--- src/logic/bitscan_pkg.sv ---
// Bit-scan unit package with widths, opcodes and the pipeline stage structs
package bitscan_pkg;

    // ------------------------------
    // Widths and latency
    // ------------------------------
    localparam int DATA_WIDTH   = 32;
    localparam int INDEX_WIDTH  = $clog2(DATA_WIDTH);
    // One extra bit so a zero operand can report a count of 32
    localparam int COUNT_WIDTH  = INDEX_WIDTH + 1;
    localparam int TAG_WIDTH    = 4;
    // Decode, execute and result registers
    localparam int PIPE_LATENCY = 3;

    // Positions in the one-hot operation select
    localparam int NUM_OPS  = 5;
    localparam int SEL_FLS  = 0;
    localparam int SEL_FFS  = 1;
    localparam int SEL_CLZ  = 2;
    localparam int SEL_CTZ  = 3;
    localparam int SEL_NORM = 4;

    // Opcodes, codes 5 to 7 are illegal
    typedef enum logic [2:0] {
        op_fls  = 3'd0,
        op_ffs  = 3'd1,
        op_clz  = 3'd2,
        op_ctz  = 3'd3,
        op_norm = 3'd4
    } bitscan_op_e;

    // ------------------------------
    // Stage payloads
    // ------------------------------
    // Caller operation, 39 bits
    typedef struct packed {
        bitscan_op_e             opcode;
        logic [DATA_WIDTH-1:0]   operand;
        logic [TAG_WIDTH-1:0]    tag;
    } bitscan_req_t;

    // Decode to execute
    typedef struct packed {
        logic                    valid;
        logic [NUM_OPS-1:0]      sel;
        logic                    illegal;
        logic [DATA_WIDTH-1:0]   operand;
        logic [TAG_WIDTH-1:0]    tag;
    } decode_ctl_t;

    // Execute to result, every candidate value precomputed
    typedef struct packed {
        logic                    valid;
        logic [NUM_OPS-1:0]      sel;
        logic                    illegal;
        logic [TAG_WIDTH-1:0]    tag;
        logic                    zero;
        logic [INDEX_WIDTH-1:0]  fls_index;
        logic [INDEX_WIDTH-1:0]  ffs_index;
        logic [COUNT_WIDTH-1:0]  clz_count;
        logic [COUNT_WIDTH-1:0]  ctz_count;
        logic [DATA_WIDTH-1:0]   norm_value;
    } execute_out_t;

    // Result seen by the caller
    typedef struct packed {
        logic [DATA_WIDTH-1:0]   value;
        logic                    zero;
        logic                    illegal;
        logic [TAG_WIDTH-1:0]    tag;
    } bitscan_res_t;

endpackage : bitscan_pkg

--- src/logic/find_last_set.sv ---
// Find last set: combinational priority scan for the highest set bit index
`timescale 1ns/100ps

module find_last_set
    import bitscan_pkg::*;
#(
    parameter int WIDTH = DATA_WIDTH
) (
    input  logic [WIDTH-1:0]         data,
    output logic [$clog2(WIDTH)-1:0] index
);

    // Index width follows the scanned width
    localparam int IDX_W = $clog2(WIDTH);

    // ------------------------------
    // Priority scan
    // ------------------------------
    // Walk from the MSB toward bit 0
    // First one seen wins, lower bits ignored after that
    always_comb begin
        logic hit;

        hit   = 1'b0;
        // All-zero input falls through to index 0
        index = '0;

        for (int i = WIDTH - 1; i >= 0; i--) begin
            if (!hit && data[i]) begin
                index = IDX_W'(i);
                hit   = 1'b1;
            end
        end
    end

    // Note: index 0 is ambiguous between "bit 0 set" and "no bit set"
    // Callers needing the difference test the operand for zero themselves

endmodule : find_last_set

--- src/logic/bitscan_decode.sv ---
// Bit-scan decode stage: registers the operation and expands its opcode
`timescale 1ns/100ps

module bitscan_decode
    import bitscan_pkg::*;
(
    input  logic         clk,
    input  logic         reset,
    input  logic         op_valid,
    input  bitscan_req_t op,
    output decode_ctl_t  ctl
);

    // Next-cycle controls from the opcode
    logic [NUM_OPS-1:0] sel_next;
    logic               illegal_next;

    // ------------------------------
    // Opcode expansion
    // ------------------------------
    always_comb begin
        sel_next     = '0;
        illegal_next = 1'b0;

        case (op.opcode)
            op_fls:  sel_next[SEL_FLS]  = 1'b1;
            op_ffs:  sel_next[SEL_FFS]  = 1'b1;
            op_clz:  sel_next[SEL_CLZ]  = 1'b1;
            op_ctz:  sel_next[SEL_CTZ]  = 1'b1;
            op_norm: sel_next[SEL_NORM] = 1'b1;
            // Codes 5 to 7, no select bit
            default: illegal_next = 1'b1;
        endcase
    end

    // ------------------------------
    // Stage register
    // ------------------------------
    always_ff @(posedge clk) begin
        // Only the valid bit is cleared
        if (reset) begin
            ctl.valid <= 1'b0;
        end else begin
            ctl.valid <= op_valid;
        end

        // Payload captured on the strobe only
        if (op_valid) begin
            ctl.sel     <= sel_next;
            ctl.illegal <= illegal_next;
            ctl.operand <= op.operand;
            ctl.tag     <= op.tag;
        end
    end

    // ------------------------------
    // Checks
    // ------------------------------
    // Valid op carries a single operation or the illegal marker, never both
    sel_onehot_a: assert property (
        @(posedge clk) disable iff (reset)
        ctl.valid |-> $onehot({ctl.sel, ctl.illegal})
    ) else $error("decode select not one-hot: sel=%b illegal=%b", ctl.sel, ctl.illegal);

endmodule : bitscan_decode

--- src/logic/bitscan_execute.sv ---
// Bit-scan execute stage: both scans, zero counts and normalize shift, registered
`timescale 1ns/100ps

module bitscan_execute
    import bitscan_pkg::*;
(
    input  logic         clk,
    input  logic         reset,
    input  decode_ctl_t  ctl,
    output execute_out_t exe
);

    // Scan inputs and raw indices
    logic [DATA_WIDTH-1:0]  reversed;
    logic [INDEX_WIDTH-1:0] fls_index;
    logic [INDEX_WIDTH-1:0] rev_index;

    // Derived values before the register
    logic                   zero;
    logic [INDEX_WIDTH-1:0] ffs_index;
    logic [INDEX_WIDTH-1:0] lead_zeros;
    logic [COUNT_WIDTH-1:0] clz_count;
    logic [COUNT_WIDTH-1:0] ctz_count;
    logic [DATA_WIDTH-1:0]  norm_value;

    // ------------------------------
    // Scanners
    // ------------------------------
    // Mirror the operand so the MSB scan finds the LSB
    always_comb begin
        for (int i = 0; i < DATA_WIDTH; i++) begin
            reversed[i] = ctl.operand[DATA_WIDTH-1-i];
        end
    end

    find_last_set #(
        .WIDTH (DATA_WIDTH)
    ) u_fls_high (
        .data  (ctl.operand),
        .index (fls_index)
    );

    find_last_set #(
        .WIDTH (DATA_WIDTH)
    ) u_fls_low (
        .data  (reversed),
        .index (rev_index)
    );

    // ------------------------------
    // Counts and normalize
    // ------------------------------
    // Single source of the zero flag for the rest of the pipe
    assign zero = (ctl.operand == '0);

    // Mirrored index back to real position, 0 when nothing set
    assign ffs_index = zero ? '0 : INDEX_WIDTH'(DATA_WIDTH - 1) - rev_index;

    // 31 minus the top index
    assign lead_zeros = INDEX_WIDTH'(DATA_WIDTH - 1) - fls_index;

    // Full width reported on a zero operand
    assign clz_count = zero ? COUNT_WIDTH'(DATA_WIDTH) : COUNT_WIDTH'(lead_zeros);
    assign ctz_count = zero ? COUNT_WIDTH'(DATA_WIDTH) : COUNT_WIDTH'(ffs_index);

    // Zero operand shifts to zero anyway
    assign norm_value = ctl.operand << lead_zeros;

    // ------------------------------
    // Stage register
    // ------------------------------
    always_ff @(posedge clk) begin
        if (reset) begin
            exe.valid <= 1'b0;
        end else begin
            exe.valid <= ctl.valid;
        end

        if (ctl.valid) begin
            exe.sel        <= ctl.sel;
            exe.illegal    <= ctl.illegal;
            exe.tag        <= ctl.tag;
            exe.zero       <= zero;
            exe.fls_index  <= fls_index;
            exe.ffs_index  <= ffs_index;
            exe.clz_count  <= clz_count;
            exe.ctz_count  <= ctz_count;
            exe.norm_value <= norm_value;
        end
    end

    // Scan plus shift must land a one in the MSB for any nonzero operand
    norm_msb_a: assert property (
        @(posedge clk) disable iff (reset)
        (exe.valid && !exe.zero) |-> exe.norm_value[DATA_WIDTH-1]
    ) else $error("normalize lost MSB: value=%h", exe.norm_value);

endmodule : bitscan_execute

--- src/logic/bitscan_result.sv ---
// Bit-scan result stage: picks the requested value, sets flags, registers the output
`timescale 1ns/100ps

module bitscan_result
    import bitscan_pkg::*;
(
    input  logic         clk,
    input  logic         reset,
    input  execute_out_t exe,
    output logic         res_valid,
    output bitscan_res_t res
);

    // Selected value before the register
    logic [DATA_WIDTH-1:0] value_next;

    // ------------------------------
    // Value select
    // ------------------------------
    // AND-OR mux on the one-hot select, indices zero-extended
    always_comb begin
        value_next = ({DATA_WIDTH{exe.sel[SEL_FLS]}}  & DATA_WIDTH'(exe.fls_index))
                   | ({DATA_WIDTH{exe.sel[SEL_FFS]}}  & DATA_WIDTH'(exe.ffs_index))
                   | ({DATA_WIDTH{exe.sel[SEL_CLZ]}}  & DATA_WIDTH'(exe.clz_count))
                   | ({DATA_WIDTH{exe.sel[SEL_CTZ]}}  & DATA_WIDTH'(exe.ctz_count))
                   | ({DATA_WIDTH{exe.sel[SEL_NORM]}} & exe.norm_value);

        // Illegal opcode reports nothing
        if (exe.illegal) begin
            value_next = '0;
        end
    end

    // ------------------------------
    // Output register
    // ------------------------------
    always_ff @(posedge clk) begin
        if (reset) begin
            res_valid <= 1'b0;
        end else begin
            res_valid <= exe.valid;
        end

        // Zero flag passes through from execute
        if (exe.valid) begin
            res.value   <= value_next;
            res.zero    <= exe.zero;
            res.illegal <= exe.illegal;
            res.tag     <= exe.tag;
        end
    end

    // Decode marks illegal, this stage clears the value; both must agree
    illegal_value_a: assert property (
        @(posedge clk) disable iff (reset)
        res_valid |-> !(res.illegal && (res.value != '0))
    ) else $error("illegal result with value %h, tag %h", res.value, res.tag);

endmodule : bitscan_result

--- src/logic/bitscan_unit.sv ---
// Bit-scan unit top: three-stage pipe of decode, execute and result
`timescale 1ns/100ps

module bitscan_unit
    import bitscan_pkg::*;
(
    input  logic         clk,
    input  logic         reset,
    // Caller side, one strobe per operation
    input  logic         op_valid,
    input  bitscan_req_t op,
    // Result side, one pulse per operation, in order
    output logic         res_valid,
    output bitscan_res_t res
);

    // ------------------------------
    // Stage links
    // ------------------------------
    decode_ctl_t  ctl;
    execute_out_t exe;

    // Cycle 1, opcode expanded
    bitscan_decode u_decode (
        .clk      (clk),
        .reset    (reset),
        .op_valid (op_valid),
        .op       (op),
        .ctl      (ctl)
    );

    // Cycle 2, scans and counts
    bitscan_execute u_execute (
        .clk   (clk),
        .reset (reset),
        .ctl   (ctl),
        .exe   (exe)
    );

    // Cycle 3, value select and flags
    bitscan_result u_result (
        .clk       (clk),
        .reset     (reset),
        .exe       (exe),
        .res_valid (res_valid),
        .res       (res)
    );

endmodule : bitscan_unit

--- config.mk ---
export PLATFORM = sky130hd
export DESIGN_NAME = bitscan_unit
export DESIGN_NICKNAME = d
export VERILOG_FILES = /design/src/logic/bitscan_pkg.sv /design/src/logic/find_last_set.sv /design/src/logic/bitscan_decode.sv /design/src/logic/bitscan_execute.sv /design/src/logic/bitscan_result.sv /design/src/logic/bitscan_unit.sv
export SDC_FILE = /design/constraint.sdc
export NUM_CORES = 1
export LEC_CHECK = 0
export BUFFER_PORTS_ARGS = -buffer_cell sky130_fd_sc_hd__buf_2
export CAP_MARGIN = 25
export CELL_PAD_IN_SITES_DETAIL_PLACEMENT = 1
export CELL_PAD_IN_SITES_GLOBAL_PLACEMENT = 2
export CORE_AREA = 2 2 137 139
export DETAILED_ROUTE_END_ITERATION = 7
export DIE_AREA = 0 0 139 141
export GPL_TIMING_DRIVEN = 0
export PLACE_DENSITY_LB_ADDON = 0.1
export SLEW_MARGIN = 20
export SYNTH_ARGS = -nofsm -noshare
export SYNTH_HDL_FRONTEND = slang
export SYNTH_SLANG_ARGS = --single-unit
export TNS_END_PERCENT = 1
--- constraint.sdc ---
create_clock -name clk -period 4.17 [get_ports clk]
set_input_delay 0.2085 -clock clk [delete_from_list [all_inputs] [get_ports clk]]
set_output_delay 0.2085 -clock clk [all_outputs]
set_load 0.02 [all_outputs]
# [Word level (Yosys, flattened, before mapping)]
# Index checks and enable logic that the tools add are counted.
[word_totals] reg_bits=148 wordCells=300 inputBits=42 out_inout_bits=39
[classes] reduce_logical=127 addsub=2 n_shift=1 mux=135 eq_ne=4 bitwise_logic=9
[ops] cell="$mux W5" count=65
[ops] cell="$or A32 B32 Y32" count=4
[ops] cell="$mux W1" count=68
[ops] cell="$and A32 B5 Y32" count=2
[ops] cell="$and A32 B6 Y32" count=2
[ops] cell="$logic_and A1 B1 Y1" count=62
[ops] cell="$logic_not A1 Y1" count=62
[ops] cell="$and A32 B32 Y32" count=1
[ops] cell="$logic_not A32 Y1" count=1
[ops] cell="$shl A32 B5 Y32" count=1
[ops] cell="$mux W6" count=2
[ops] cell="$sub A5 B5 Y5 const A" count=2
[ops] cell="$eq A3 B2 Y1 const B" count=2
[ops] cell="$reduce_or A5 Y1" count=1
[ops] cell="$eq A3 B1 Y1 const B" count=1
[ops] cell="$eq A3 B3 Y1 const B" count=1
[ops] cell="$logic_not A3 Y1" count=1

# [Longest topological paths before layout]
[logic_depth] ltp_word=97 mapped_depth=16

# [Modules after synthesis]
# A second synthesis with hierarchy kept.
[unflattened] cells_unflattened=554 hier_area_um2=7503.4
[by_module_without_submodules] module="bitscan_execute" cells_per_inst=298 n_inst=1 area_each_um2=3898.7 seq_area_each_um2=1911.8
[by_module_without_submodules] module="bitscan_result" cells_per_inst=86 n_inst=1 area_each_um2=1511.4 seq_area_each_um2=1161.1
[by_module_without_submodules] module="bitscan_decode" cells_per_inst=50 n_inst=1 area_each_um2=1332.5 seq_area_each_um2=1281.2
[by_module_without_submodules] module="find_last_set" cells_per_inst=60 n_inst=2 area_each_um2=380.4 seq_area_each_um2=0.0

# [Least setup slack after synthesis]
# OpenSTA, ideal clock, no wires.
[synth_timing] kind="reg2reg" from="reg u_decode.ctl[33] (netlist name)" to="reg u_execute.exe[28] (netlist name)" path_stages_with_launch=15 n_path_buf=4 arrival_ps=3382 path_slack_ps=532 cell_sequence="edfxtp_1 > or4_1 > buf_2 > nor4_4 > o31ai_1 > a31o_1 > buf_6 > and2_4 > buf_6 > inv_12 > buf_12 > mux2i_1 > mux2i_1 > mux2_1 > o211a_1"
[synth_via] elab_chain_len=91 word_cells_on_any_way=120 classes_between="add/sub: 1; shift: 1; mux: 59; reduce/logical: 59"
[synth_lines] item="$logic_and A1 B1 Y1" line="find_last_set.sv:29" source="if (!hit && data[i]) begin"
[synth_lines] item="$mux W1" line="find_last_set.sv:29"
[synth_lines] item="$logic_not A1 Y1" line="find_last_set.sv:29"
[synth_lines] item="$logic_and A1 B1 Y1" line="find_last_set.sv:29"
[synth_lines] item="$mux W1" line="find_last_set.sv:29"
[synth_lines] item="$logic_not A1 Y1" line="find_last_set.sv:29"
[synth_lines] item="$logic_and A1 B1 Y1" line="find_last_set.sv:29"
[synth_lines] item="$mux W1" line="find_last_set.sv:29"
[synth_lines] item="(+76 left out)"
[synth_lines] item="$logic_and A1 B1 Y1" line="find_last_set.sv:29"
[synth_lines] item="$mux W1" line="find_last_set.sv:29"
[synth_lines] item="$logic_not A1 Y1" line="find_last_set.sv:29"
[synth_lines] item="$logic_and A1 B1 Y1" line="find_last_set.sv:29"
[synth_lines] item="$mux W5" line="find_last_set.sv:29"
[synth_lines] item="$sub A5 B5 Y5" line="bitscan_execute.sv:60" source="assign lead_zeros = INDEX_WIDTH'(DATA_WIDTH - 1) - fls_index;"
[synth_lines] item="$shl A32 B5 Y32 (*)" line="bitscan_execute.sv:67" source="assign norm_value = ctl.operand << lead_zeros;"
[synth_lines] item="named net u_execute.norm_value[28]" line="bitscan_execute.sv:24" source="logic [DATA_WIDTH-1:0] norm_value;"
# Mark *: on every way through the listed nets, which the timed path passes. The rest lies on a longest branch.
# A chain may end at the register's enable or synchronous reset.

# [Worst setup path after layout]
[layout_timing] from="reg u_decode.ctl[29] (netlist name)" to="reg u_execute.exe[28] (netlist name)"
[layout_via] elab_chain_len=79 word_cells_on_any_way=104 classes_between="add/sub: 1; shift: 1; mux: 51; reduce/logical: 51"
[layout_lines] item="$logic_and A1 B1 Y1" line="find_last_set.sv:29"
[layout_lines] item="$mux W1" line="find_last_set.sv:29"
[layout_lines] item="$logic_not A1 Y1" line="find_last_set.sv:29"
[layout_lines] item="$logic_and A1 B1 Y1" line="find_last_set.sv:29"
[layout_lines] item="$mux W1" line="find_last_set.sv:29"
[layout_lines] item="$logic_not A1 Y1" line="find_last_set.sv:29"
[layout_lines] item="$logic_and A1 B1 Y1" line="find_last_set.sv:29"
[layout_lines] item="$mux W1" line="find_last_set.sv:29"
[layout_lines] item="(+64 left out)"
[layout_lines] item="$logic_and A1 B1 Y1" line="find_last_set.sv:29"
[layout_lines] item="$mux W1" line="find_last_set.sv:29"
[layout_lines] item="$logic_not A1 Y1" line="find_last_set.sv:29"
[layout_lines] item="$logic_and A1 B1 Y1" line="find_last_set.sv:29"
[layout_lines] item="$mux W5" line="find_last_set.sv:29"
[layout_lines] item="$sub A5 B5 Y5" line="bitscan_execute.sv:60"
[layout_lines] item="$shl A32 B5 Y32 (*)" line="bitscan_execute.sv:67"
[layout_lines] item="named net u_execute.norm_value[28]" line="bitscan_execute.sv:24"
# Marked as above.

==> metrics.md <==
| Metric | Value |
|---|---|
| Diodes inserted | `0` |
| Synth Register Bits | `146` |
| Synth Instances | `587` |
| Register area share after synthesis | `61.2%` |
| Initial antenna violation count | `0` |
| CP Launch Type | `flop` |
| Slew Viols, Final | `0` |
| Mapped Avg Cell Area | `12.1 µm²` |
| Final Hold Viols | `0` |
| Synth Area in XOR/XNOR | `0%` |
| NumNets Final | `782` |
| Largest family of logic cells by synthesized area | `compound AO/OA/AOI/OAI gates` |
| Critical Path RT | `4460 ps` |
| CTS tree | `yes` |
| Max clock buf depth | `2` |
| Detailed Route WL | `20.3 mm` |
| WL per Instance | `20.6 µm` |
| First-pass GRT wire length | `31.9 mm` |
| Final instance area | `0.00903 mm²` |
| Die W | `139 µm` |
| Core area | `0.0183 mm²` |
| Worst Skew | `14.1 ps` |
| Iter 0 DRT Violations | `241` |
| Proportion of layout cells with a drive suffix above 1 | `23.5%` |
| Vias | `5,420` |
| Rows | `50` |
| Detailed Routing Iterations Pass 1 | `5` |
| DR DRC count | `0` |
| Post-synthesis mux area share | `7.33%` |
| Via-to-Cell Ratio | `5.49` |
| Largest net degree at the start of global routing | `48` |
| GRT Overall Usage | `21.3%` |
| Post-synth ARST share | `0%` |
| Final worst path period share | `97.8%` |
| Peak VDD IR | `0.000277 V` |
| Grt ovf | `0` |
| Final setup viols | `0` |
| ANT nets after route | `0` |
| Placer Congestion | `0.863` |
| # fillers | `1,938` |
| IO Count | `81` |
| Leakage power | `3.48 nW` |
| H-Tree Level Count | `4` |
| Arr. time, crit path | `4360 ps` |
| Final TNS setup | `0 ps` |
| Max Freq | `245 MHz` |
| Syn_nets | `629` |
| Period minus WS final | `4080 ps` |
| Die Ht | `141 µm` |
| Critical path class | `flop to flop` |
| P&R area growth vs syn | `26.9%` |
| Maxcap violations | `0` |
| Worst min-delay path category | `input pin to flop` |
| Post-Synth Simple-Gate Area | `13.4%` |
| Worst-Margin Slew | `995 ps` |
| Post-synthesis adder-cell area fraction | `0%` |
| Outcome | `complete, no violations` |
| Cell area after placement | `0.00785 mm²` |
| Yosys cell types | `69` |
| Post-DP HPWL | `14.6 mm` |
| Relative slew margins | `32.6%` |
| Maximum fanout along the worst path | `10` |
| Die area | `0.0196 mm²` |
| Root Buffer | `clkbuf_16` |
| Port Buffers | `80` |
| Pwr dens | `430 mW/mm²` |
| Clock transition at the registers of the reported paths | `60 ps` |
| Clock latency on the worst-skew pair | `430 ps` |
| Yosys warning count | `0` |
| Num CTS Buffers | `17` |
| Initial core utilization | `38.9%` |
| CP endpoint kind | `flop` |
| Top FF cell, synth | `edfxtp_1` |
| Complex-gate fraction of the synthesized area | `14.5%` |
| Post-Syn Area | `0.00711 mm²` |
| Post-synth EDFFs | `143` |
| Vias in the first global route | `5,697` |
| Clock sink total | `146` |
==> cells by family (layout without fill, tap and decap cells) <==
logic type / count (synthesis) / count (layout)
AND/OR/NAND/NOR: 188 / 188
AO/OA/AOI/OAI: 155 / 155
flip-flops: 146 / 146
multiplexers: 50 / 50
buffers and inverters: 48 / 214
==> cells in the final DEF, fill, tap and decap left out, types with 7 or more instances in the layout <==
master         instances
buf_4                 17
a21oi_1               48
edfxtp_1             143
mux2_2                 7
and2_1                29
nor2b_1                7
clkbuf_16             17
clkbuf_1              15
nor2_1                57
mux2i_1               38
dlygate4sd3_1         37
buf_2                 85
o21ai_0               22
inv_1                 13
nand2_1               37
a22oi_1                7
a211oi_1              11
nor3_1                10
nand3_1               16
==> layout make-up <==
| cell class | instances | area [µm²] | share of cell area [%] |
|---|---|---|---|
| flip-flops and latches | 146 | 4360 | 48.3 |
| multi-input cells | 393 | 2610 | 28.9 |
| repair buffers | 135 | 943 | 10.4 |
| clock buffers | 17 | 425 | 4.71 |
| well taps | 234 | 293 | 3.24 |
| plain buffers | 29 | 169 | 1.87 |
| clock inverters | 15 | 151 | 1.68 |
| inverters | 18 | 80.1 | 0.887 |
==> registers in the layout (all words and copies together), names as in the netlist <==
| register | cells |
|---|---|
| u_result.res_valid | 1 |
| u_decode.ctl | 43 |
| u_execute.exe | 64 |
| u_result.res | 38 |
==> cells in the mapped netlist, types with 7 or more instances <==
| master | instances | share of area, % |
|---|---|---|
| a22oi_1 | 7 | 0.74 |
| nand2_1 | 37 | 2.0 |
| nor3_1 | 10 | 0.70 |
| a211oi_1 | 11 | 1.2 |
| edfxtp_1 | 143 | 60 |
| nor2_1 | 57 | 3.0 |
| inv_1 | 13 | 0.69 |
| nor4_1 | 7 | 0.62 |
| nor2b_1 | 7 | 0.62 |
| a21oi_1 | 50 | 3.5 |
| mux2i_1 | 39 | 5.5 |
| nand3_1 | 16 | 1.1 |
| o21ai_0 | 23 | 1.6 |
| mux2_2 | 7 | 1.1 |
| clkbuf_1 | 16 | 0.84 |
| and2_1 | 29 | 2.6 |
==> what timing repair did <==
item,CTS,global route
hold buffers,37,0
setup endpoints to repair,32,21
pin swaps,2,2
buffers inserted,3,12
endpoints found under the hold margin,39,0
resized for setup,9,10
gates cloned,0,0
==> per-layer routing <==
metal  up-vias  wire length, µm  global-route usage (%)
met1      2663             8890                    27.0
met2       150            10000                    35.9
met3        47              716                    3.53
met5         -                0                       0
met4         0              699                    9.94
li1       2560                -                       -
==> path summary, 6_finish.rpt <==
path	slack, ps	startpoint	end	cells past startpoint
max	90	u_decode.ctl[29]$_DFFE_PP_	u_execute.exe[28]$_DFFE_PP_	15
min	140	op[36]	u_decode.ctl[41]$_DFFE_PP_	2
max reg2reg	90	u_decode.ctl[29]$_DFFE_PP_	u_execute.exe[28]$_DFFE_PP_	15
min reg2reg	420	u_execute.exe[55]$_DFFE_PP_	u_result.res[0]$_DFFE_PP_	0
==> worst max-delay path, cell delays in order, from the launching register on <==
cell and delay, ps:
edfxtp_1 530, or4_4 640, nor4_4 350, buf_4 190, o31ai_1 60, a31o_1 210
buf_6 140, and2_4 150, buf_6 150, inv_12 80, buf_12 130, mux2i_1 100
mux2i_1 370, nand2_1 100, a311oi_1 450, o211a_1 250
==> stage by stage <==
stage / std cells / hold slack, ps / setup WS [ps] / util [%] / total power (W)
floorplan: 587 / 280 / 532 / - / 0.00214
global placement: 901 / 384 / -754 / 42.7 / 0.00232
detailed placement: 903 / 387 / -741 / 43.0 / 0.00233
CTS: 975 / 124 / 13.8 / 48.5 / 0.00388
global route: 987 / 135 / -16.4 / 49.4 / 0.00402
finish: 987 / 136 / 93.6 / 49.4 / 0.00388
==> where the power goes <==
group	switching, W	internal [W]
clock network	0.000673	0.000842
logic	0.000329	0.000231
registers	0.0000736	0.00173
total	0.00108	0.00280
Note: power is estimated with default switching activity, not from simulation.
